## config.mk

```make
export PLATFORM = sky130hd
export DESIGN_NAME = readahead_buffer
export DESIGN_NICKNAME = d
export VERILOG_FILES = /design/src/rtl/mem_bridge_pkg.sv /design/src/rtl/readahead_buffer.sv
export SDC_FILE = /design/constraint.sdc
export NUM_CORES = 1
export LEC_CHECK = 0
export ABC_AREA = 1
export BUFFER_PORTS_ARGS = -buffer_cell sky130_fd_sc_hd__buf_2
export CAP_MARGIN = 20
export CORE_UTILIZATION = 55
export DETAILED_ROUTE_END_ITERATION = 7
export PLACE_DENSITY = 0.76
export SLEW_MARGIN = 25
export SYNTH_ARGS = -nofsm -noshare
export SYNTH_HDL_FRONTEND = slang
export SYNTH_SLANG_ARGS = --single-unit
```

## constraint.sdc

```tcl
create_clock -name wb_clk -period 8.2 [get_ports wb_clk]
set_clock_uncertainty 0.05 [all_clocks]
set_input_delay 0.82 -clock wb_clk [delete_from_list [all_inputs] [get_ports wb_clk]]
set_output_delay 0.82 -clock wb_clk [all_outputs]
set_load 0.005 [all_outputs]
```

## src/rtl/mem_bridge_pkg.sv

```systemverilog
`default_nettype none

package mem_bridge_pkg;

   ////////////////////
   // bus and memory sizes
   ////////////////////

   localparam int DATA_W    = 32;             // wishbone and memory word
   localparam int SEL_W     = DATA_W / 8;     // one select per byte
   localparam int ADDR_W    = 12;             // byte address, 4 KB space
   localparam int WORD_AW   = ADDR_W - 2;     // word address
   localparam int MEM_WORDS = 1 << WORD_AW;   // 1024 words

   ////////////////////
   // burst geometry
   ////////////////////

   // read bursts are always full length
   localparam int READ_BURST_LEN  = 8;
   // write bursts flush at this depth at the latest
   localparam int WRITE_BURST_MAX = 16;
   localparam int LEN_W           = 5;        // holds 0..16, counters and burst length

   localparam int RB_PTR_W = $clog2(READ_BURST_LEN);    // read-ahead fifo pointer
   localparam int WB_PTR_W = $clog2(WRITE_BURST_MAX);   // write staging pointer

   ////////////////////
   // command codes
   ////////////////////

   // write / read with autoprecharge on the real controller
   localparam logic CMD_WRITE = 1'b1;
   localparam logic CMD_READ  = 1'b0;

   ////////////////////
   // decode fsm states
   ////////////////////

   localparam logic [1:0] ST_IDLE  = 2'd0;    // no transfer under way
   localparam logic [1:0] ST_WRITE = 2'd1;    // gathering write words
   localparam logic [1:0] ST_FLUSH = 2'd2;    // write command waiting for exec
   localparam logic [1:0] ST_READ  = 2'd3;    // read cycle, buffer serves data

endpackage

`default_nettype wire
```

## src/rtl/readahead_buffer.sv

```systemverilog
`default_nettype none
`timescale 1ns/1ns

module readahead_buffer import mem_bridge_pkg::*; (
   input  logic               wb_clk,
   input  logic               mem_rst,
   // lookup from decode
   input  logic               rd_req_i,
   input  logic [WORD_AW-1:0] rd_addr_i,
   input  logic               inval_i,
   output logic               rd_ack_o,
   output logic [DATA_W-1:0]  wb_dat_o,
   output logic               fetch_o,
   output logic [WORD_AW-1:0] fetch_addr_o,
   // read data from exec
   input  logic               rd_valid_i,
   input  logic [DATA_W-1:0]  rd_data_i
);

   logic [DATA_W-1:0]   rb_mem [READ_BURST_LEN];   // prefetched words
   logic [RB_PTR_W-1:0] wptr;
   logic [RB_PTR_W-1:0] rptr;
   logic [LEN_W-1:0]    held;       // valid words sitting in the fifo
   logic [LEN_W-1:0]    rd_left;    // valid words still to arrive
   logic [LEN_W-1:0]    inv_cnt;    // stale words still to arrive, dropped
   logic [WORD_AW-1:0]  adr_next;   // address of the next word in sequence

   logic                match;
   logic                hit;
   logic                miss;
   logic                drop_all;
   logic                stale;
   logic                push;

   ////////////////////
   // hit or miss
   ////////////////////

   assign match = rd_addr_i == adr_next;
   // served as soon as the word is in the fifo
   assign hit   = rd_req_i & match & (held != '0);
   // other address, or nothing left in this sequence
   assign miss  = rd_req_i & (~match | ((held == '0) & (rd_left == '0)));
   // matching request with words in flight just waits

   assign drop_all = miss | inval_i;                  // never together with a hit
   assign stale    = rd_valid_i & (inv_cnt != '0);    // old burst tail
   assign push     = rd_valid_i & (inv_cnt == '0) & ~drop_all;

   ////////////////////
   // control
   ////////////////////

   always_ff @(posedge wb_clk) begin
      if (mem_rst) begin
         rd_ack_o <= 1'b0;
         fetch_o  <= 1'b0;
         wptr     <= '0;
         rptr     <= '0;
         held     <= '0;
         rd_left  <= '0;
         inv_cnt  <= '0;
         adr_next <= '0;
      end else begin
         rd_ack_o <= hit;             // ack in the cycle after the strobe
         fetch_o  <= miss;            // decode turns this into a read command
         if (drop_all) begin
            rptr <= wptr;             // held words gone at once
            held <= '0;
            // whatever is in flight becomes stale, the word arriving now included
            inv_cnt <= inv_cnt + rd_left - LEN_W'(rd_valid_i);
            rd_left <= miss ? LEN_W'(READ_BURST_LEN) : '0;
            if (miss) adr_next <= rd_addr_i;   // new burst starts here
         end else begin
            if (stale) inv_cnt <= inv_cnt - LEN_W'(1);
            if (push) begin
               wptr    <= wptr + RB_PTR_W'(1);
               rd_left <= rd_left - LEN_W'(1);
            end
            if (hit) begin
               rptr     <= rptr + RB_PTR_W'(1);
               adr_next <= adr_next + WORD_AW'(1);   // sequential read expected
            end
            held <= held + LEN_W'(push) - LEN_W'(hit);
         end
      end
   end

   ////////////////////
   // data path
   ////////////////////

   // held + rd_left never exceeds the depth, push and pop slots differ
   always_ff @(posedge wb_clk) begin
      if (push) rb_mem[wptr] <= rd_data_i;
      if (hit)  wb_dat_o     <= rb_mem[rptr];
      if (miss) fetch_addr_o <= rd_addr_i;
   end

endmodule

`default_nettype wire

```

* Word-level counts from Yosys, hierarchy flattened
Memories as Yosys holds them, arrays and structs flattened. A register that Yosys moved wholly into a read port is not among the register bits.
Index checks and enable logic that the tools add are counted.
Widths: inputs -> output; s select.
** Word-level totals
- Flip-flop bits (word level) :: 43
- Memory bits (writable) :: 256
- Bits of input ports :: 47
- Output and inout bits :: 44
- Word-level logic and storage cells :: 55
- Memories kept :: 1
** Operators by class
- Add/subtract/negate cells :: 9
- Equality and inequality tests :: 2
- Multiplexer cells :: 12
- Bitwise logic cells :: 11
- Reduce and logical (&&, ||, !) cells :: 11
** Memory list
- rb_mem :: words 8, bits a word 32, rd ports 1, clocked after Yosys merged registers in 1, wr ports 1, RTL line readahead_buffer.sv:20 : logic [DATA_W-1:0] rb_mem [READ_BURST_LEN];
** Operator list (count)
- $mux 10 :: 3
- $mux 5 :: 4
- $logic_not 5->1 :: 3
- $add 10x1->10 const B :: 1
- $eq 10x10->1 :: 1
- $reduce_bool 5->1 :: 2
- $sub 5x1->5 :: 2
- $sub 5x1->5 const B :: 2
- $and 1x1->1 :: 7
- $add 3x1->3 const B :: 2
- $mux 3 :: 2
- $reduce_bool 2->1 :: 3
- $add 5x1->5 :: 1
- $add 5x5->5 :: 1
- $mux 4 :: 1
- $reduce_and 2->1 :: 2
- $mux 1 :: 2
- $ne 2x2->1 const B :: 1
- $not 1->1 :: 2
- $or 1x1->1 :: 2
- $reduce_or 2->1 :: 1

* Longest topological paths before layout
Gate-level depths: netlist of the first run.
- Depth after elaboration :: 9
- Mapped depth :: 19

* Least setup slack after synthesis of the first run
No wires, ideal clock.
- Path type :: input-to-reg
- From :: input port rd_addr_i[7]
- To :: memory rb_mem[7][0] (enable)
- Arrival time :: 3.866 ns
- Required time :: 7.689 ns
- Path slack :: 3.823 ns
- Stages on the path :: 11
- Path buffers :: 0
- Path through :: inv_1 nand2_1 nand2_1 nand3_1 nor2_1 nand4_1 nand2_4 nand3_4 inv_2 nand2_1 nor3_1
** Between the ends
- Longest elaborated chain between the ends :: 9
** RTL lines
- start: declaration :: RTL line readahead_buffer.sv:9 : input logic [WORD_AW-1:0] rd_addr_i,
- $eq 10x10->1 :: RTL line readahead_buffer.sv:39 : assign match = rd_addr_i == adr_next;
- $not 1->1 :: RTL line readahead_buffer.sv:43 : assign miss = rd_req_i & (~match | ((held == '0) & (rd_left == '0)));
- $or 1x1->1 :: RTL line readahead_buffer.sv:43
- $and 1x1->1 :: RTL line readahead_buffer.sv:43
- $or 1x1->1 :: RTL line readahead_buffer.sv:46 : assign drop_all = miss | inval_i;
- $not 1->1 (no line)
- $and 1x1->1 :: RTL line readahead_buffer.sv:48 : assign push = rd_valid_i & (inv_cnt == '0) & ~drop_all;
- $mux 1 :: RTL line readahead_buffer.sv:95 : if (push) rb_mem[wptr] <= rd_data_i;
- $mux 1 (not written as such) :: RTL line readahead_buffer.sv:95
- end: declaration :: RTL line readahead_buffer.sv:20
No other way between the ends.

* Final worst setup path of the first run
- From :: register adr_next[6]
- To :: register held[4]
** Between the ends
- Elaborated cells between the ends (all ways) :: 12
- Those cells by class :: add/sub: 2; eq/ne: 1; bitwise: 8; reduce/logical: 1
** RTL lines
- start: declaration :: RTL line readahead_buffer.sv:26 : logic [WORD_AW-1:0] adr_next;
- start signal: assignment :: RTL line readahead_buffer.sv:73 : if (miss) adr_next <= rd_addr_i;
- start signal: assignment :: RTL line readahead_buffer.sv:82 : adr_next <= adr_next + WORD_AW'(1);
- $eq 10x10->1 :: RTL line readahead_buffer.sv:39
- $and 1x1->1 (2 in series) :: RTL line readahead_buffer.sv:41 : assign hit = rd_req_i & match & (held != '0);
- named net hit :: RTL line readahead_buffer.sv:29 : logic hit;
- $sub 5x1->5 :: RTL line readahead_buffer.sv:84 : held <= held + LEN_W'(push) - LEN_W'(hit);
- end signal: assignment :: RTL line readahead_buffer.sv:84
- end: declaration :: RTL line readahead_buffer.sv:23 : logic [LEN_W-1:0] held;
The timed path passes the listed nets, and every way through them passes these cells.
A chain may end at the register's enable or synchronous reset.

==> results.md, run 1 <==
* CTS tree: built
* DRT Wirelength at between 20000 and 30000 um
* WS Path Type: flip-flop to flip-flop
* Dpl hpwl at about 15000 um
* Reg-to-reg setup timing slack at slightly below 5 ns
* Worst-Margin Slew at between 0.9 and 1 ns
* Core region area at ~0.024 mm2
* R2r startpoint: adr_next[6]
* # port buffers at 90
* Met1 Usage GRT at 28.8%
* Total Neg Setup Slack at 0 ns
* Initial Util at between 50% and 60%
* Ys Warns at 0
* Clock Path Buffers at 3
* Area fraction of the dominant cell type after synthesis at 65.4%
* CTS Buf Count at 31
* Max VDD drop at 0.146 mV
* Largest area contributor in the netlist: edfxtp_1
* Switching power at approximately 0.78 mW
* Hold slack at slightly above 0.4 ns
* Int Pwr at about 2.7 mW
* Setup Buffers After CTS at 0
* FFs w/ async S/R, synth at 0%
* Sequential share of power at between 50% and 60%
* Layout area overhead at 12.8%
* Layout Cells excl Fill at around 1600
* Syn avg cell area at 11.7 um2
* Worst Hold Launch: rd_addr_i[3]
* Critical path startpoint category: flip-flop
* Fin. max-slew vios at 0
* Std-Cell Rows at 57
* CTS sink cnt at 331
* Max_cap viols at 0
* Pleak at ~5.7 nW
* Setup slack after layout at 4.84 ns
* Clock Latency Late Sink at roughly 0.56 ns
* Main synth FF type: edfxtp_1
* I/O pin cnt at 91
* Number of enable flip-flop cells after synthesis at 298
* Die width at about 160 um
* Final Cell Area at 0.0154 mm2
* Die area at 0.0255 mm2
* RSZ-0062 raised after global routing: false
* Grt met2 use at between 30% and 40%
* GR peak layer: met2
* Place WS at 4.27 ns
* Combinational Power Share at about 7.4%
* DRT Pass-1 Iters at 5
* Synth Instances at roughly 1200
* Global placement routability congestion at between 0.8 and 0.9
* Largest net degree at the start of global routing at between 80 and 90
* Share of layout cells above drive strength 1 at 14.7%
* Routed vias at ~8800
* Synthesized Nets at 1235
* CTS clk-pin slew, worst paths at roughly 0.07 ns
* Crit. End Element: flip-flop
* Synth top cells by count: 298 x edfxtp_1, 261 x nor2_1, 136 x o21ai_0
* Switching share of power at a little under a quarter
* Most common cell in the synthesized netlist: edfxtp_1
* Grt total ovfl at 0
* Distinct cells, synth at 34
* CP Data Required Time at ~8.6 ns
* # setup viols final at 0
* Nets at between 1000 and 1500
* Power Total at between 3 and 4 mW
* WP data arrival at 3.76 ns
* Via density at 5.54
* Remaining DRCs at 0
* Mapped cell area at 0.0137 mm2
* Flops & latches, synth at approximately 330
* Hold Crit Class: primary input to flip-flop
* Util after Layout at a little under two thirds
* Outcome: finished, final reports clean
* Total placed cells including tap cells at about 1500
* Hold-fix buffers, CTS at 0
* Crit-path max FO at 33
* Met3 GRT Util at 2.86%
* Hold Path End: fetch_addr_o[3]
* Pwr dens at roughly 230 mW/mm2
* Area after DPL at between 0.01 and 0.015 mm2
* Hold depth at 1
* R2R cell count at 19
* Top post-synthesis cells by area: edfxtp_1 65%, nor2_1 7.2%, o21ai_0 5.0%, dfxtp_1 4.8%, nand2_1 2.7%
* Register area share after synthesis at 70.3%
* Drt wl/cell at between 15 and 20 um
* Clk network pwr share at about two fifths
* Period minus WS final at around 3.4 ns
* Period Utilization, post-route at 41.0%
* Post-cts gate resize count at 0
* First-pass GRT wire length at about 45000 um
* Worst slew margin at a little under two fifths
* Antenna violations before repair at 2
* GRT Overall Usage at a little over a fifth
* Final ANT Viol Nets at 0
* Die height at 160 um
* RR Endpoint: held[4]
* CTS H-tree depth at 1
* CTS root buf: clkbuf_16
* Final Hold Fails at 0
* Number of global-route vias before repair at 8766
* 1st-iter DRT viols at around 800
* Achievable clock frequency at around 300 MHz
metal layers:
metal  vias to the layer above  wire length (um)
met1                      4289             11700
met5                         -                 0
li1                       4249                 -
met2                       252             14000
met4                         0               475
met3                        37              1480
critical path, stage by stage, from the launching register on:
cell and delay [ns]:
dfxtp_1 0.44, inv_2 0.09, nand2_2 0.07, nand2_1 0.05, nor2_1 0.11, nand3_1 0.13
nor2_4 0.15, nand2_1 0.14, inv_1 0.08, buf_4 0.45, ha_1 0.32, inv_1 0.06
ha_1 0.16, inv_1 0.06, fa_1 0.39, o21ai_0 0.17, a21oi_1 0.09, xor2_1 0.14
inv_1 0.05, nor2_1 0.04
sequential cells by signal (all words and copies together) (netlist names):
register	cells
wb_dat_o	32
rd_ack_o	1
inv_cnt	5
rb_mem	256
held	5
fetch_o	1
wptr	3
fetch_addr_o	10
rptr	3
rd_left	5
adr_next	10
layout by cell type (no fill, tap or decap), drive strengths merged:
cell type,n
edfxtp,298
nor2,264
o21ai,140
buf,105
nand2,104
inv,72
clkbuf,37
dfxtp,33
o22ai,32
a31oi,32
nand3,32
a21oi,25
ha,21
xor2,19
clkinv,18
nand4,12
nor3,8
xnor2,4
diode,2
or2,2
o211ai,2
nand3b,2
fa,2
bufinv,1
clkinvlp,1
power groups by stage:
stage	Sequential [mW]	Combinational (mW)	Clock, mW
2_1_floorplan	1.91	0.188	0
3_3_place_gp	1.92	0.250	0
3_5_place_dp	1.92	0.258	0
4_1_cts	1.88	0.259	1.35
5_1_grt	1.89	0.295	1.41
6_report	1.88	0.258	1.33
worst max-delay path by stage:
| stage | startpoint | end | slack, ns |
|---|---|---|---|
| 2_1_floorplan | rd_addr_i[7] | rb_mem[7][0] | 3.82 |
| 3_3_place_gp | rd_addr_i[7] | rb_mem[3][5] | 4.36 |
| 3_5_place_dp | rd_addr_i[7] | rb_mem[3][4] | 4.27 |
| 4_1_cts | held[2] | rb_mem[3][31] | 4.64 |
| 5_1_grt | adr_next[6] | held[4] | 4.48 |
| 6_report | adr_next[6] | held[4] | 4.84 |
cell type report:
class	instances	area (um2)
Timing Repair Buffer	105	603
Sequential cell	331	9610
Multi-Input combinational cell	701	3580
Tap cell	324	405
Clock inverter	19	134
Clock buffer	37	808
Inverter	73	275
Antenna cell	2	5.00
Fill cell	1764	8890
cells by family (layout without fill, tap and decap cells):
group / Yosys count / in the layout / share of synthesized area (%)
buf+inv: 133 / 234 / 3.93
flops: 331 / 331 / 70.3
fa+ha+maj: 23 / 23 / 2.21
compound gates: 231 / 231 / 9.18
other cells: 0 / 2 / 0
simple gates: 424 / 424 / 12.9
xor+xnor: 23 / 23 / 1.47
(Power assumes the default switching activity.)
==> inputs of run 2 (changes only) <==
Settings changed: CORE_UTILIZATION 55 to 54, PLACE_DENSITY 0.76 to 0.78.
Clock period 8.2 ns to 2.9 ns, I/O delays scaled along.
==> results.md, run 2 (same netlist as run 1, synthesis figures left out) <==
* Outcome: finished, final reports clean
* Worst-Margin Slew at around 0.81 ns
* Initial Util at approximately 56%
* I/O pin cnt at 91
* Pleak at roughly 6 nW
* WS Path Type: primary input to flip-flop
* First-pass GRT wire length at 46400 um
* Period minus WS final at around 2.7 ns
* Drt wl/cell at between 15 and 20 um
* Power Total at about 10 mW
* Critical Path Stages at 21
* Routed vias at a little over 9000
* Area occupied by registers at about 0.0096 mm2
* WP data arrival at 3.06 ns
* Hold depth at 1
* Delay-heaviest family, CP: buffers and inverters
* DRT Wirelength at 29100 um
* Clock Path Buffers at 3
* Critical path startpoint category: primary input
* # port buffers at 90
* Global placement routability congestion at between 0.8 and 0.9
* Max_cap viols at 0
* CTS clk-pin slew, worst paths at around 0.060 ns
* Most common cell after layout, fill and taps aside: edfxtp_1
* Largest net degree at the start of global routing at 131
* Pwr dens at approximately 650 mW/mm2
* Dpl hpwl at between 15000 and 20000 um
* Core region area at around 0.025 mm2
* # setup viols final at 0
* Setup crit end: held[4]
* R2r startpoint: adr_next[3]
* Hold slack at around 0.0079 ns
* Crit-path max FO at 5
* 1st-iter DRT viols at 1004
* Crit. End Element: flip-flop
* Max VDD drop at roughly 0.5 mV
* Grt total ovfl at 0
* Number of global-route vias before repair at around 9200
* Remaining DRCs at 0
* DRT Pass-1 Iters at 5
* Largest registers: rb_mem: 256 flops, wb_dat_o: 32 flops
* Layout fillers at about 1700
* RR Endpoint: held[4]
* Period Utilization, post-route at about 93%
* Std-Cell Rows at between 50 and 60
* CTS root buf: clkbuf_16
* Layout area overhead at 17.9%
* Die width at 161 um
* Clock Latency Late Sink at between 0.5 and 0.6 ns
* Die height at roughly 160 um
* CTS tree: built
* Worst Hold Launch: rd_data_i[28]
* CTS Buf Count at 34
* CTS H-tree depth at 2
* Share of layout cells above drive strength 1 at around 16%
* Setup slack after layout at between 0.15 and 0.2 ns
* Final ANT Viol Nets at 0
* Setup crit start: rd_addr_i[3]
* R2R cell count at 19
* Reg-to-reg setup timing slack at approximately 0.25 ns
* Achievable clock frequency at between 300 and 400 MHz
* Antenna violations before repair at 1
* Place WS at 0.126 ns
* GRT Overall Usage at between 20% and 30%
* Via density at 5.57
* Most frequent cells in the layout: 298 x edfxtp_1, 259 x nor2_1, 135 x o21ai_0
* Die area at roughly 0.026 mm2
* Worst path cell trace: dlygate4sd3_1, buf_2, inv_1, nand2_1, nand2_1, nand2_1, inv_1, nand3_1, nor2_4, nand2_2, clkinvlp_4, ha_1, inv_1, ha_1, inv_1, fa_2, o21ai_1, a21oi_1, xor2_1, inv_1, nor2_1
* Worst slew margin at a little under half
* Largest register FFs at 256
* Largest Register: rb_mem
* Hold Crit Class: primary input to flip-flop
* Most used cell, CP: inv_1
* RSZ-0062 raised after global routing: false
* Slowest cell delay on critical path at around 0.54 ns
* Critical path's slowest cell: dlygate4sd3_1
* CTS sink cnt at approximately 330
* Fin. max-slew vios at 0
* Final Hold Fails at 0
* Multi-input gate area at between 0.003 and 0.004 mm2
* Nets at 1363
* Critical path buffers and inverters at 8
* CP Data Required Time at ~3.3 ns
## run 2: per-stage QoR
step	area (um2)	TNS, ns	cells	util [%]
after detailed placement	14700	0	1544	59.6
after floorplan	13700	-19.71	1165	-
after global routing	16100	0	1643	65.5
after CTS	16100	0	1641	65.5
final	16100	0	1643	65.5
after global placement	14700	0	1544	59.6
## run 2: worst reg2reg max path, delay by kind of cell (launching register included)
family | cells | cell delay [ns]
flops | 1 | 0.40
fa+ha+maj | 3 | 0.79
buf+inv | 6 | 0.41
simple gates | 7 | 0.53
xor+xnor | 1 | 0.16
compound gates | 2 | 0.22
## run 2: how the worst min path moves through the flow
stage,end,slack (ns)
after floorplan,fetch_addr_o[0],0.34
after global placement,rd_left[1],0.40
after detailed placement,rd_left[1],0.41
after CTS,rb_mem[0][0],0.00008
after global routing,rb_mem[7][16],0.005
final,rb_mem[3][28],0.008
## run 2: layout make-up
class / instances / area share (%)
Sequential cell: 331 / 59.6
Clock inverter: 24 / 1.43
Inverter: 73 / 1.73
Tap cell: 324 / 2.51
Antenna cell: 1 / 0.0155
Timing Repair Buffer: 152 / 6.94
Clock buffer: 37 / 5.35
Multi-Input combinational cell: 701 / 22.4
## run 2: repair_timing
item / in CTS / in global routing
hold endpoints to repair: 194 / 0
gates resized for setup: 0 / 6
hold buffers: 36 / 0
endpoints found under the setup margin: 0 / 1
setup buffers: 0 / 1
## run 2: routing by layer
metal  track usage [%]  share of wire (%)
met5                 0                  0
met1              28.9                 40
met4              9.65                2.9
met3              3.95                7.2
met2              39.3                 50
## run 2: power by group
group	total (mW)	switching, mW	internal (mW)
combinational	0.813	0.490	0.323
clock	4.28	1.76	2.52
sequential	5.32	0.0481	5.27
