`src/rtl/mem_bridge_pkg.sv`:
```
`default_nettype none

package mem_bridge_pkg;

   ////////////////////
   // bus and memory sizes
   ////////////////////

   localparam int DATA_W    = 32;             // wishbone and memory word
   localparam int SEL_W     = DATA_W / 8;     // one select per byte
   localparam int ADDR_W    = 12;             // byte address, 4 KB space
   localparam int WORD_AW   = ADDR_W - 2;     // word address
   localparam int MEM_WORDS = 1 << WORD_AW;   // 1024 words

   ////////////////////
   // burst geometry
   ////////////////////

   // read bursts are always full length
   localparam int READ_BURST_LEN  = 8;
   // write bursts flush at this depth at the latest
   localparam int WRITE_BURST_MAX = 16;
   localparam int LEN_W           = 5;        // holds 0..16, counters and burst length

   localparam int RB_PTR_W = $clog2(READ_BURST_LEN);    // read-ahead fifo pointer
   localparam int WB_PTR_W = $clog2(WRITE_BURST_MAX);   // write staging pointer

   ////////////////////
   // command codes
   ////////////////////

   // write / read with autoprecharge on the real controller
   localparam logic CMD_WRITE = 1'b1;
   localparam logic CMD_READ  = 1'b0;

   ////////////////////
   // decode fsm states
   ////////////////////

   localparam logic [1:0] ST_IDLE  = 2'd0;    // no transfer under way
   localparam logic [1:0] ST_WRITE = 2'd1;    // gathering write words
   localparam logic [1:0] ST_FLUSH = 2'd2;    // write command waiting for exec
   localparam logic [1:0] ST_READ  = 2'd3;    // read cycle, buffer serves data

endpackage

`default_nettype wire
```
`src/rtl/wb_cycle_decode.sv`:
```
`default_nettype none
`timescale 1ns/1ns

module wb_cycle_decode import mem_bridge_pkg::*; (
   input  logic               wb_clk,
   input  logic               mem_rst,
   // wishbone classic slave
   input  logic               wb_cyc_i,
   input  logic               wb_stb_i,
   input  logic               wb_we_i,
   input  logic [SEL_W-1:0]   wb_sel_i,
   input  logic [ADDR_W-1:0]  wb_adr_i,
   input  logic [DATA_W-1:0]  wb_dat_i,
   output logic               wb_ack_o,
   // lookup in read-ahead buffer
   output logic               rd_req_o,
   output logic [WORD_AW-1:0] rd_addr_o,
   output logic               inval_o,
   input  logic               rd_ack_i,
   input  logic               fetch_i,
   input  logic [WORD_AW-1:0] fetch_addr_i,
   // command port
   output logic               cmd_valid_o,
   output logic               cmd_write_o,
   output logic [WORD_AW-1:0] cmd_addr_o,
   output logic [LEN_W-1:0]   cmd_len_o,
   input  logic               cmd_ready_i,
   // write data port
   output logic               wr_push_o,
   output logic [DATA_W-1:0]  wr_data_o,
   output logic [SEL_W-1:0]   wr_sel_o,
   input  logic               wr_full_i
);

   logic [1:0]         state;
   logic [LEN_W-1:0]   wcnt;         // words gathered in current burst
   logic [WORD_AW-1:0] wr_base;      // burst start word address
   logic [WORD_AW-1:0] wr_next;      // address expected for a sequential write
   logic [WORD_AW-1:0] adr_word;
   logic               wr_ack;       // write ack, one cycle after strobe
   logic               wr_stb;
   logic               rd_stb;
   logic               seq_ok;
   logic               burst_full;
   logic               wr_take;      // write strobe accepted this cycle
   logic               flush_go;     // close the gathered burst

   ////////////////////
   // strobe sorting
   ////////////////////

   assign adr_word   = wb_adr_i[ADDR_W-1:2];   // byte lanes go in wb_sel_i
   // the ack cycle never counts as a new strobe
   assign wr_stb     = wb_cyc_i & wb_stb_i & wb_we_i & ~wb_ack_o;
   assign rd_stb     = wb_cyc_i & wb_stb_i & ~wb_we_i & ~wb_ack_o;
   assign wr_next    = wr_base + WORD_AW'(wcnt);
   assign seq_ok     = adr_word == wr_next;
   assign burst_full = wcnt == LEN_W'(WRITE_BURST_MAX);

   assign wr_take = wr_stb & ~wr_full_i &
                    ((state == ST_IDLE) | (state == ST_READ) |
                     ((state == ST_WRITE) & seq_ok & ~burst_full));

   // end of cycle, full burst, or anything that does not extend the burst
   assign flush_go = (state == ST_WRITE) &
                     (~wb_cyc_i | burst_full | rd_stb | (wr_stb & ~seq_ok));

   assign rd_req_o  = rd_stb & ((state == ST_IDLE) | (state == ST_READ));
   assign rd_addr_o = adr_word;
   assign wb_ack_o  = wr_ack | rd_ack_i;         // only one side acks at a time

   ////////////////////
   // main fsm
   ////////////////////

   always_ff @(posedge wb_clk) begin
      if (mem_rst) begin
         state     <= ST_IDLE;
         wcnt      <= '0;
         wr_ack    <= 1'b0;
         wr_push_o <= 1'b0;
         inval_o   <= 1'b0;
      end else begin
         wr_ack    <= wr_take;
         wr_push_o <= wr_take;                    // word goes to staging with the ack
         inval_o   <= wr_take & (state != ST_WRITE);   // first write of a burst
         case (state)
            ST_IDLE, ST_READ: begin
               if (wr_take) begin
                  state <= ST_WRITE;
                  wcnt  <= LEN_W'(1);
               end else if (rd_stb) begin
                  state <= ST_READ;
               end else if (~wb_cyc_i) begin
                  state <= ST_IDLE;
               end
            end
            ST_WRITE: begin
               if (flush_go) begin
                  state <= ST_FLUSH;
               end else if (wr_take) begin
                  wcnt <= wcnt + LEN_W'(1);
               end
            end
            ST_FLUSH: begin
               if (cmd_valid_o & cmd_ready_i) state <= ST_IDLE;   // exec took it
            end
            default: state <= ST_IDLE;
         endcase
      end
   end

   // payload, no reset
   always_ff @(posedge wb_clk) begin
      if (wr_take & (state != ST_WRITE)) wr_base <= adr_word;
      wr_data_o <= wb_dat_i;
      wr_sel_o  <= wb_sel_i;
   end

   ////////////////////
   // command issue
   ////////////////////

   always_ff @(posedge wb_clk) begin
      if (mem_rst) begin
         cmd_valid_o <= 1'b0;
      end else if (flush_go | fetch_i) begin
         cmd_valid_o <= 1'b1;
      end else if (cmd_ready_i) begin
         cmd_valid_o <= 1'b0;                     // held until accepted
      end
   end

   always_ff @(posedge wb_clk) begin
      if (flush_go) begin
         cmd_write_o <= CMD_WRITE;
         cmd_addr_o  <= wr_base;
         cmd_len_o   <= wcnt - LEN_W'(1);         // length field is words minus one
      end else if (fetch_i) begin
         cmd_write_o <= CMD_READ;
         cmd_addr_o  <= fetch_addr_i;
         cmd_len_o   <= LEN_W'(READ_BURST_LEN - 1);
      end
   end

endmodule

`default_nettype wire

```
`config.mk`:
```
export PLATFORM = sky130hd
export DESIGN_NAME = wb_cycle_decode
export DESIGN_NICKNAME = d
export VERILOG_FILES = /design/src/rtl/mem_bridge_pkg.sv /design/src/rtl/wb_cycle_decode.sv
export SDC_FILE = /design/constraint.sdc
export NUM_CORES = 1
export LEC_CHECK = 0
export BUFFER_PORTS_ARGS = -buffer_cell sky130_fd_sc_hd__buf_2
export CORE_ASPECT_RATIO = 0.6
export CORE_MARGIN = 2
export CORE_UTILIZATION = 50
export DETAILED_ROUTE_END_ITERATION = 8
export GPL_ROUTABILITY_DRIVEN = 0
export PLACE_DENSITY = 0.85
export SLEW_MARGIN = 20
export SYNTH_ARGS = -nofsm -noshare
export SYNTH_HDL_FRONTEND = slang
export SYNTH_SLANG_ARGS = --single-unit
```
`constraint.sdc`:
```
create_clock -name wb_clk -period 4.9 [get_ports wb_clk]
set_input_delay 0.98 -clock wb_clk [delete_from_list [all_inputs] [get_ports wb_clk]]
set_output_delay 0.98 -clock wb_clk [all_outputs]
set_load 0.02 [all_outputs]
```
[After elaboration in Yosys (flattened, before gate mapping)]
Cells that the tools add are included.
Operators by class
  mux-type cells: 16
  bitwise logic cells: 27
  equal/unequal tests: 12
  divide/modulo/power cells: 0
  reduce and logical (&&, ||, !) cells: 7
  add/subtract/negate cells: 3
  shifts and indexed selects: 0
  $mul: 0
  magnitude comparators: 0
Operators by type and width (count)
  $mux 5: 5
  $mux 10: 2
  $and 1x1->1: 14
  $add 10x5->10: 1
  $eq 10x10->1: 1
  $mux 2: 5
  $ne 2x2->1 const B: 5
  $pmux 5 s2: 1
  $or 1x1->1: 7
  $not 1->1: 6
  $pmux 2 s3: 1
  $reduce_bool 2->1: 3
  $add 5x1->5 const B: 1
  $eq 5x5->1 const B: 1
  $sub 5x1->5 const B: 1
  $eq 2x2->1 const B: 2
  $ne 4x4->1 const B: 1
  $reduce_and 4->1: 1
  $reduce_and 3->1: 1
  $eq 2x1->1 const B: 1
  $logic_not 2->1: 1
  $mux 1: 2
  $ne 2x1->1 const B: 1
  $reduce_or 2->1: 1
Storage, ports and cells
  ROM bits: 0
  bits in latches: 0
  logic and storage cells: 76
  memories: 0
  input port bits: 67
  bits in registers: 72
  output and inout bits: 67
  memory bits (writable): 0

[Logic depth before layout (Yosys ltp)]
Gate-level depths: netlist of run 1.
  depth after elaboration: 9
  depth in mapped cells: 10

[Worst setup path after synthesis of run 1]
Ideal clock, no wire load.
  path kind: reg2reg
  start point: register wr_base[0]
  end point: register cmd_addr_o[0], enable pin
  library setup time: 0.358 ns
  data arrival time: 2.975 ns
  stages on the path, launching flop included: 11
  buffers on the path: 1
  path slack: 1.568 ns
  data required time: 4.542 ns
  cells stage by stage: edfxtp_1 > ha_1 > fa_1 > a21o_1 > a31oi_1 > mux2i_1 > nand4_1 > or4_4 > a31oi_4 > buf_6 > nand2b_1
On the way
  longest elaborated chain between the ends: 7
RTL lines
  start: declaration: line wb_cycle_decode.sv:37  | logic [WORD_AW-1:0] wr_base;
  start signal: assignment: line wb_cycle_decode.sv:115  | if (wr_take & (state != ST_WRITE)) wr_base <= adr_word;
  $add 10x5->10: line wb_cycle_decode.sv:56  | assign wr_next = wr_base + WORD_AW'(wcnt);
  $eq 10x10->1: line wb_cycle_decode.sv:57  | assign seq_ok = adr_word == wr_next;
  $not 1->1: line wb_cycle_decode.sv:66  | (~wb_cyc_i | burst_full | rd_stb | (wr_stb & ~seq_ok));
  $and 1x1->1: line wb_cycle_decode.sv:66
  $or 1x1->1: line wb_cycle_decode.sv:66
  $and 1x1->1: line wb_cycle_decode.sv:65  | assign flush_go = (state == ST_WRITE) &
  $reduce_bool 2->1 (no line)
  end signal: assignment: line wb_cycle_decode.sv:137  | cmd_addr_o <= wr_base;
  end signal: assignment: line wb_cycle_decode.sv:141  | cmd_addr_o <= fetch_addr_i;
  end: declaration: line wb_cycle_decode.sv:25  | output logic [WORD_AW-1:0] cmd_addr_o,
Every way passes these cells.
A chain may end at the register's enable or synchronous reset.

[Worst setup path after layout of run 1]
  start point: register wr_base[0]
  end point: register cmd_addr_o[4] (data pin)
On the way
  longest elaborated chain between the ends: 7
RTL lines
  $add 10x5->10: line wb_cycle_decode.sv:56
  $eq 10x10->1: line wb_cycle_decode.sv:57
  $not 1->1: line wb_cycle_decode.sv:66
  $and 1x1->1: line wb_cycle_decode.sv:66
  $or 1x1->1: line wb_cycle_decode.sv:66
  $and 1x1->1: line wb_cycle_decode.sv:65
  $mux 10: line wb_cycle_decode.sv:135  | if (flush_go) begin
Every way passes these cells.

==> results of run 1 <==
[worst reg2reg max path: stages, from the launching register on]
cell and delay [ps]:
edfxtp_1 420, ha_1 240, fa_1 410, a21o_1 230, a31oi_1 300, mux2i_1 340, nand4_1 130, or4_4 450
a31oi_4 200, buf_4 270, mux2_2 390
[through the flow]
| stage | instances | power [mW] | cell area, um2 | worst slack [ps] |
|---|---|---|---|---|
| final | 442 | 1.31 | 3730 | 1280 |
| after global routing | 442 | 1.36 | 3730 | 1130 |
| after CTS | 442 | 1.32 | 3730 | 1300 |
| after detailed placement | 426 | 0.871 | 3530 | 1330 |
| after global placement | 426 | 0.863 | 3530 | 1400 |
| after floorplan | 228 | 0.800 | 2860 | 1570 |
[final cells by class]
type	instances	area, um2
Clock buffer	11	163
Clock inverter	5	36.3
Fill cell	426	1810
Inverter	8	30.0
Multi-Input combinational cell	134	1050
Sequential cell	72	1690
Tap cell	80	100
Timing Repair Buffer	132	663
[power breakdown]
part / internal (mW) / switching [mW]
logic: 0.0794 / 0.118
clock network: 0.230 / 0.221
registers: 0.652 / 0.0109
total: 0.961 / 0.349
[cells in the final DEF (no fill, tap or decap), types with 2 or more instances in the layout]
cell        n
dfxtp_1    47
nor3_1      5
clkbuf_8   10
a21o_1      2
buf_2     131
o21ai_0     3
nand3_1     4
a31oi_1     3
edfxtp_1   25
mux2i_1     3
or2_2       3
ha_1       10
mux2_4      3
xnor2_1     9
and2_1      2
or3_1       4
nand2b_1    2
nor4_1      3
nand4_1     5
nand2_1    13
o211ai_1    3
inv_1       8
a21oi_1    10
xor2_1      9
nor2_1      9
mux2_2      8
[per-layer routing]
layer | GRT usage, % | up-vias
li1 | - | 1069
met1 | 28.4 | 1010
met2 | 31.5 | 103
met3 | 6.94 | 13
met4 | 8.45 | 0
met5 | 0 | -
[sequential cells by signal, indices dropped and copies added, names as in the netlist]
register,flops
wr_data_o,32
cmd_write_o,1
cmd_addr_o,10
state,2
cmd_valid_o,1
wr_base,10
wr_sel_o,4
inval_o,1
wr_ack,1
cmd_len_o,5
wcnt,5
[logic make-up (layout without fill, tap and decap cells)]
| kind of cell | after synthesis | after routing |
|---|---|---|
| AO/OA/AOI/OAI | 32 | 32 |
| XOR/XNOR | 18 | 18 |
| adder cells (fa/ha/maj) | 11 | 11 |
| buffers and inverters | 22 | 156 |
| flip-flops | 72 | 72 |
| multiplexers | 14 | 14 |
| AND/OR/NAND/NOR | 59 | 59 |
[worst paths after layout]
check | start | endpoint | slack [ps] | cells after the start
min reg2reg | cmd_write_o | cmd_write_o | 470 | 2
min | cmd_write_o | cmd_write_o | 470 | 2
max reg2reg | wr_base[0] | cmd_addr_o[4] | 1280 | 10
max | wr_base[0] | cmd_addr_o[4] | 1280 | 10
==> results by group, run 1 <==
Worst setup path
  – CP Capture Type: flip-flop
  – Delay-heaviest family, CP: compound AO/OA/AOI/OAI gates
  – CP max stage cell: or4_4
  – Buffers & Inverters on Critical Path: 1
  – Critical path required time: 4990 ps
  – Critical-path cell list: ha_1, fa_1, a21o_1, a31oi_1, mux2i_1, nand4_1, or4_4, a31oi_4, buf_4, mux2_2
  – Slowest stage delay, CP: 450 ps
  – Crit path arrival time: 3710 ps
  – Setup CP Type: reg -> reg
  – CP Launch Type: flip-flop
  – Crit-path max FO: 16

Routing
  – Routed Antenna Nets: 0
  – WL per Instance: 15.0 um
  – Final wirelength: 6.62 mm
  – Initial drt markers: 81
  – Vias after detailed routing: 2195
  – Top Layer Used: met4
  – Drt first pass iters: 5
  – DR WL met2: 3.00 mm
  – Residual DRC count: 0
  – Via density: 4.97
  – Post-Route M1 WL: 3.01 mm
  – WL met3: 490 um

Global route
  – Initial antenna violation count: 0
  – GR Util All Layers: 21.1%
  – Grt ovf: 0
  – Number of global-route vias before repair: 2096
  – Pin count of the biggest net entering global routing: 17
  – First-pass GRT wire length: 10.1 mm

Clock tree
  – CTS tree: yes
  – Clock Sinks: 72
  – Max clock buf depth: 2
  – H-tree depth: 3
  – Hold-fix buffers at CTS: 0
  – Reg clk slew, reported paths: 80 ps
  – Clock latency at the later pin of the worst-skew pair: 350 ps
  – Setup bufs post-CTS: 0
  – Clock buffer count from CTS: 9
  – Post_cts resized: 0
  – Root Driver: clkbuf_8

Synth
  – Distinct cell type count after synthesis: 48
  – Main synth FF type: dfxtp_1
  – Leading area contributor after synthesis: dfxtp_1
  – Mux share of post-synthesis cell area: 5.77%
  – Top-area cell type share of the netlist area: 32.9%
  – Yosys synthesis warning count: 0
  – Most frequent cell after synthesis: dfxtp_1
  – XOR/XNOR share of the synthesized area: 5.50%
  – Largest family of logic cells by synthesized area: simple AND/OR/NAND/NOR gates
  – Post-synthesis sequential area ratio: 59.1%
  – Mapped Nets: 306
  – Post-Syn Instances: 228
  – Synth top area cells: dfxtp_1 (33%), edfxtp_1 (26%), ha_1 (4.4%)
  – Post-synth EDFFs: 25
  – Compound-Gate Fraction of Synth Area: 7.99%
  – Synth Area in Simple Gates: 12.1%
  – Commonest cells post-synth: dfxtp_1 (47), edfxtp_1 (25), nand2_1 (13)
  – Cell area after synthesis: 2860 um2
  – Post-Syn Area per Cell: 12.6 um2
  – Fraction of the mapped netlist area in adder cells: 5.07%
  – Async SR Flop Fraction: 0%
  – Synthesized flop and latch total: 72

STA
  – Tmin final: 3620 ps
  – RSZ-0062 raised after global routing: no
  – Max-slew headroom: 47.2%
  – Worst slew pin tran: 792 ps
  – Final Max Slew Viols: 0
  – FMAX: 276 MHz
  – Period utilization: 73.9%
  – Setup TNS: 0 ps
  – Worst Clk Skew: 4.79 ps
  – Final hold violations: 0
  – Worst hold slack: 466 ps
  – Final setup vio count: 0

Floorplan
  – Row count: 21
  – Die Width: 102 um
  – Initial Util: 51.7%
  – Core area: 5540 um2
  – Chip Height: 62.6 um
  – Die Area: 6370 um2
  – # IOs: 134

Power
  – Leak: 1.70 nW
  – VDD IR max: 0.000218 V
  – Pwr Density: 351 nW/um2

Cells and area
  – Nets: 435
  – Layout area overhead: 30.4%
  – Antenna diodes: 0
  – Post-route core utilization: 67.3%
  – Share of cells above drive strength 1: 47.2%

Status
  – Status: completed

Place
  – Dpl hpwl: 5.13 mm
  – Port bufs: 131

Job
  – Max-cap check violation count: 0

Min path
  – HP Class: reg -> reg
Note: power is estimated with default switching activity, not from simulation.
==> run 2, diff against run 1 <==
CORE_UTILIZATION = 42   (was 50)
PLACE_DENSITY = 0.76   (was 0.85)
clock period = 3.3 ns   (was 4.9 ns; I/O delays follow)
==> results by group, run 2 (same netlist as run 1, synthesis figures left out) <==
Worst setup path
  – Crit-path max FO: 6 (-10)
  – Slowest stage delay, CP: 530 ps (+80 ps)
  – Delay-heaviest family, CP: simple AND/OR/NAND/NOR gates
  – R2r startpoint: wr_base[0]
  – FF-to-FF End: cmd_addr_o[6]
  – CP Capture Type: flip-flop
  – Cells on worst reg2reg path: 11 (+1)
  – CP Launch Type: flip-flop
  – Worst R2R Setup Slack: 40 ps (-1240 ps)
  – Capture point of the worst path: cmd_addr_o[6]
  – Critical path required time: 3390 ps (-1600 ps)
  – Crit path arrival time: 3350 ps (-360 ps)
  – Critical path launch point: wr_base[0]
  – Worst path depth: 11 (+1)
  – CP max stage cell: fa_2
  – Setup CP Type: reg -> reg
  – Buffers & Inverters on Critical Path: 2 (+1)
  – Critical-path cell list: ha_2, fa_2, xor2_1, a211o_1, nor4_4, nand4_1, or4_4, a31oi_4, buf_6, buf_16, mux2_4

Cells and area
  – Post-route core utilization: 60.8% (-6.5 points)
  – Largest register FFs: 32 (unchanged)
  – Antenna diodes: 0 (unchanged)
  – Biggest regs: wr_data_o x32, cmd_addr_o x10, wr_base x10
  – Share of cells above drive strength 1: 50.8% (+3.6 points)
  – Layout area overhead: 41.1%
  – Most frequent cells in the layout: buf_2 (131), dfxtp_1 (47), edfxtp_1 (25)
  – Commonest non-fill, non-tap cell in the layout: buf_2
  – Largest reg by FF count: wr_data_o
  – Final instance area: 4040 um2 (+8.2%)
  – Nets: 451 (+3.7%)

STA
  – Worst Clk Skew: 6.35 ps (+1.56 ps)
  – RSZ-0062 raised after global routing: yes
  – Tmin final: 3260 ps (-364 ps)
  – Worst slew pin tran: 394 ps (-398 ps)
  – Final hold violations: 0 (unchanged)
  – Final setup vio count: 0 (unchanged)
  – Max-slew headroom: 73.7% (+26 points)
  – Final Max Slew Viols: 0 (unchanged)
  – FMAX: 307 MHz (+11%)
  – Period utilization: 98.7% (+25 points)

Place
  – Port bufs: 131 (unchanged)
  – Cell Area, Placed: 3630 um2 (+2.8%)
  – Dpl hpwl: 5.42 mm (+5.8%)

Clock tree
  – H-tree depth: 3 (unchanged)
  – Clock Sinks: 72 (unchanged)
  – Hold-fix buffers at CTS: 0 (unchanged)
  – Clock latency at the later pin of the worst-skew pair: 340 ps (about the same)
  – Reg clk slew, reported paths: 60 ps (-20 ps)
  – Max clock buf depth: 2 (unchanged)
  – Root Driver: clkbuf_16
  – CTS tree: yes
  – Clock buffer count from CTS: 9 (unchanged)

Floorplan
  – # IOs: 134 (unchanged)
  – Initial Util: 43.1% (-8.6 points)
  – Core area: 6650 um2 (+20%)
  – Row count: 23 (+9.5%)
  – Die Area: 7520 um2 (+18%)
  – Die Width: 111 um (+8.8%)
  – Chip Height: 68.0 um (+8.5%)

Global route
  – First-pass GRT wire length: 11.0 mm (+9.3%)
  – Pin count of the biggest net entering global routing: 16 (-1)
  – Initial antenna violation count: 0 (unchanged)
  – Number of global-route vias before repair: 2132 (+1.7%)
  – Grt ovf: 0 (unchanged)
  – GR Util All Layers: 19.8% (-1.3 points)

Routing
  – DR WL met2: 3.38 mm (+13%)
  – Residual DRC count: 0 (unchanged)
  – Vias after detailed routing: 2278 (+3.8%)
  – Drt first pass iters: 4 (-1)
  – Via density: 4.90 (-1.4%)
  – Top Layer Used: met4
  – Initial drt markers: 137 (+69%)
  – Final wirelength: 7.41 mm (+12%)
  – WL met3: 531 um (+8.4%)
  – WL per Instance: 15.9 um (+6.5%)
  – Post-Route M1 WL: 3.35 mm (+11%)
  – Routed Antenna Nets: 0 (unchanged)

Power
  – Pwr Density: 549 nW/um2 (+56%)
  – VDD IR max: 0.000344 V (+58%)
  – Leak: 1.85 nW (+9.3%)

Status
  – Status: completed

Job
  – Max-cap check violation count: 0 (unchanged)

Min path
  – HP Class: in -> reg
run 2: cell types whose count changed in the layout (fill, tap and decap cells not counted), sizes merged:
cell / before / now
clkbuf: 11 / 12
inv: 10 / 9
buf: 132 / 148
run 2: layout make-up:
class                      count  area [um2]
inverter                       8        30.0
clock inverter                 4        27.5
clock buffer                  12         256
fill                         536        2610
multi-input combinational    134        1110
timing repair buffer         148         815
tap                           87         109
sequential                    72        1690
run 2: through the flow:
step	total power [mW]	cells	setup slack, ps	hold slack (ps)	setup TNS [ps]
2_1_floorplan	1.19	228	62.6	487	0
3_3_place_gp	1.29	443	-26.8	451	-429
6_report	2.22	465	42.1	420	0
4_1_cts	2.22	464	-15.1	414	-26.1
3_5_place_dp	1.30	443	-153	471	-3350
5_1_grt	2.29	465	-64.0	410	-410
run 2: worst register-to-register path, stage by stage (launching register included):
cell and delay [ps]:
edfxtp_1 400, ha_2 210, fa_2 530, xor2_1 80
a211o_1 260, nor4_4 190, nand4_1 130, or4_4 450
a31oi_4 220, buf_6 130, buf_16 120, mux2_4 300
run 2: power breakdown:
group	internal (mW)	leakage [nW]	switching, mW	total, mW
Combinational	0.134	1.09	0.180	0.313
Clock	0.550	0.139	0.370	0.920
Sequential	0.969	0.623	0.0153	0.984
Total	1.65	1.85	0.564	2.22
run 2: timing repair:
item | in CTS | in global routing
endpoints found under the setup margin | 25 | 27
resized for setup | 10 | 6
cloned | 1 | 0
buffers inserted | 4 | 2
pin swaps | 1 | 1
run 2: worst min path at each step:
| stage | startpoint | endpoint | slack [ps] | cells past startpoint |
|---|---|---|---|---|
| after global placement | cmd_write_o | cmd_write_o | 450 | 2 |
| after floorplan | wcnt[4] | wcnt[4] | 490 | 2 |
| final | wb_dat_i[15] | wr_data_o[15] | 420 | 1 |
| after detailed placement | cmd_write_o | cmd_write_o | 470 | 2 |
| after global routing | wb_dat_i[11] | wr_data_o[11] | 410 | 1 |
| after CTS | wb_sel_i[1] | wr_sel_o[1] | 410 | 1 |
run 2: routing by layer:
layer | global-route usage, % | up-vias
li1 | - | 1104
met1 | 26.5 | 1065
met2 | 29.1 | 95
met3 | 7.09 | 14
met4 | 9.06 | 0
met5 | 0 | -
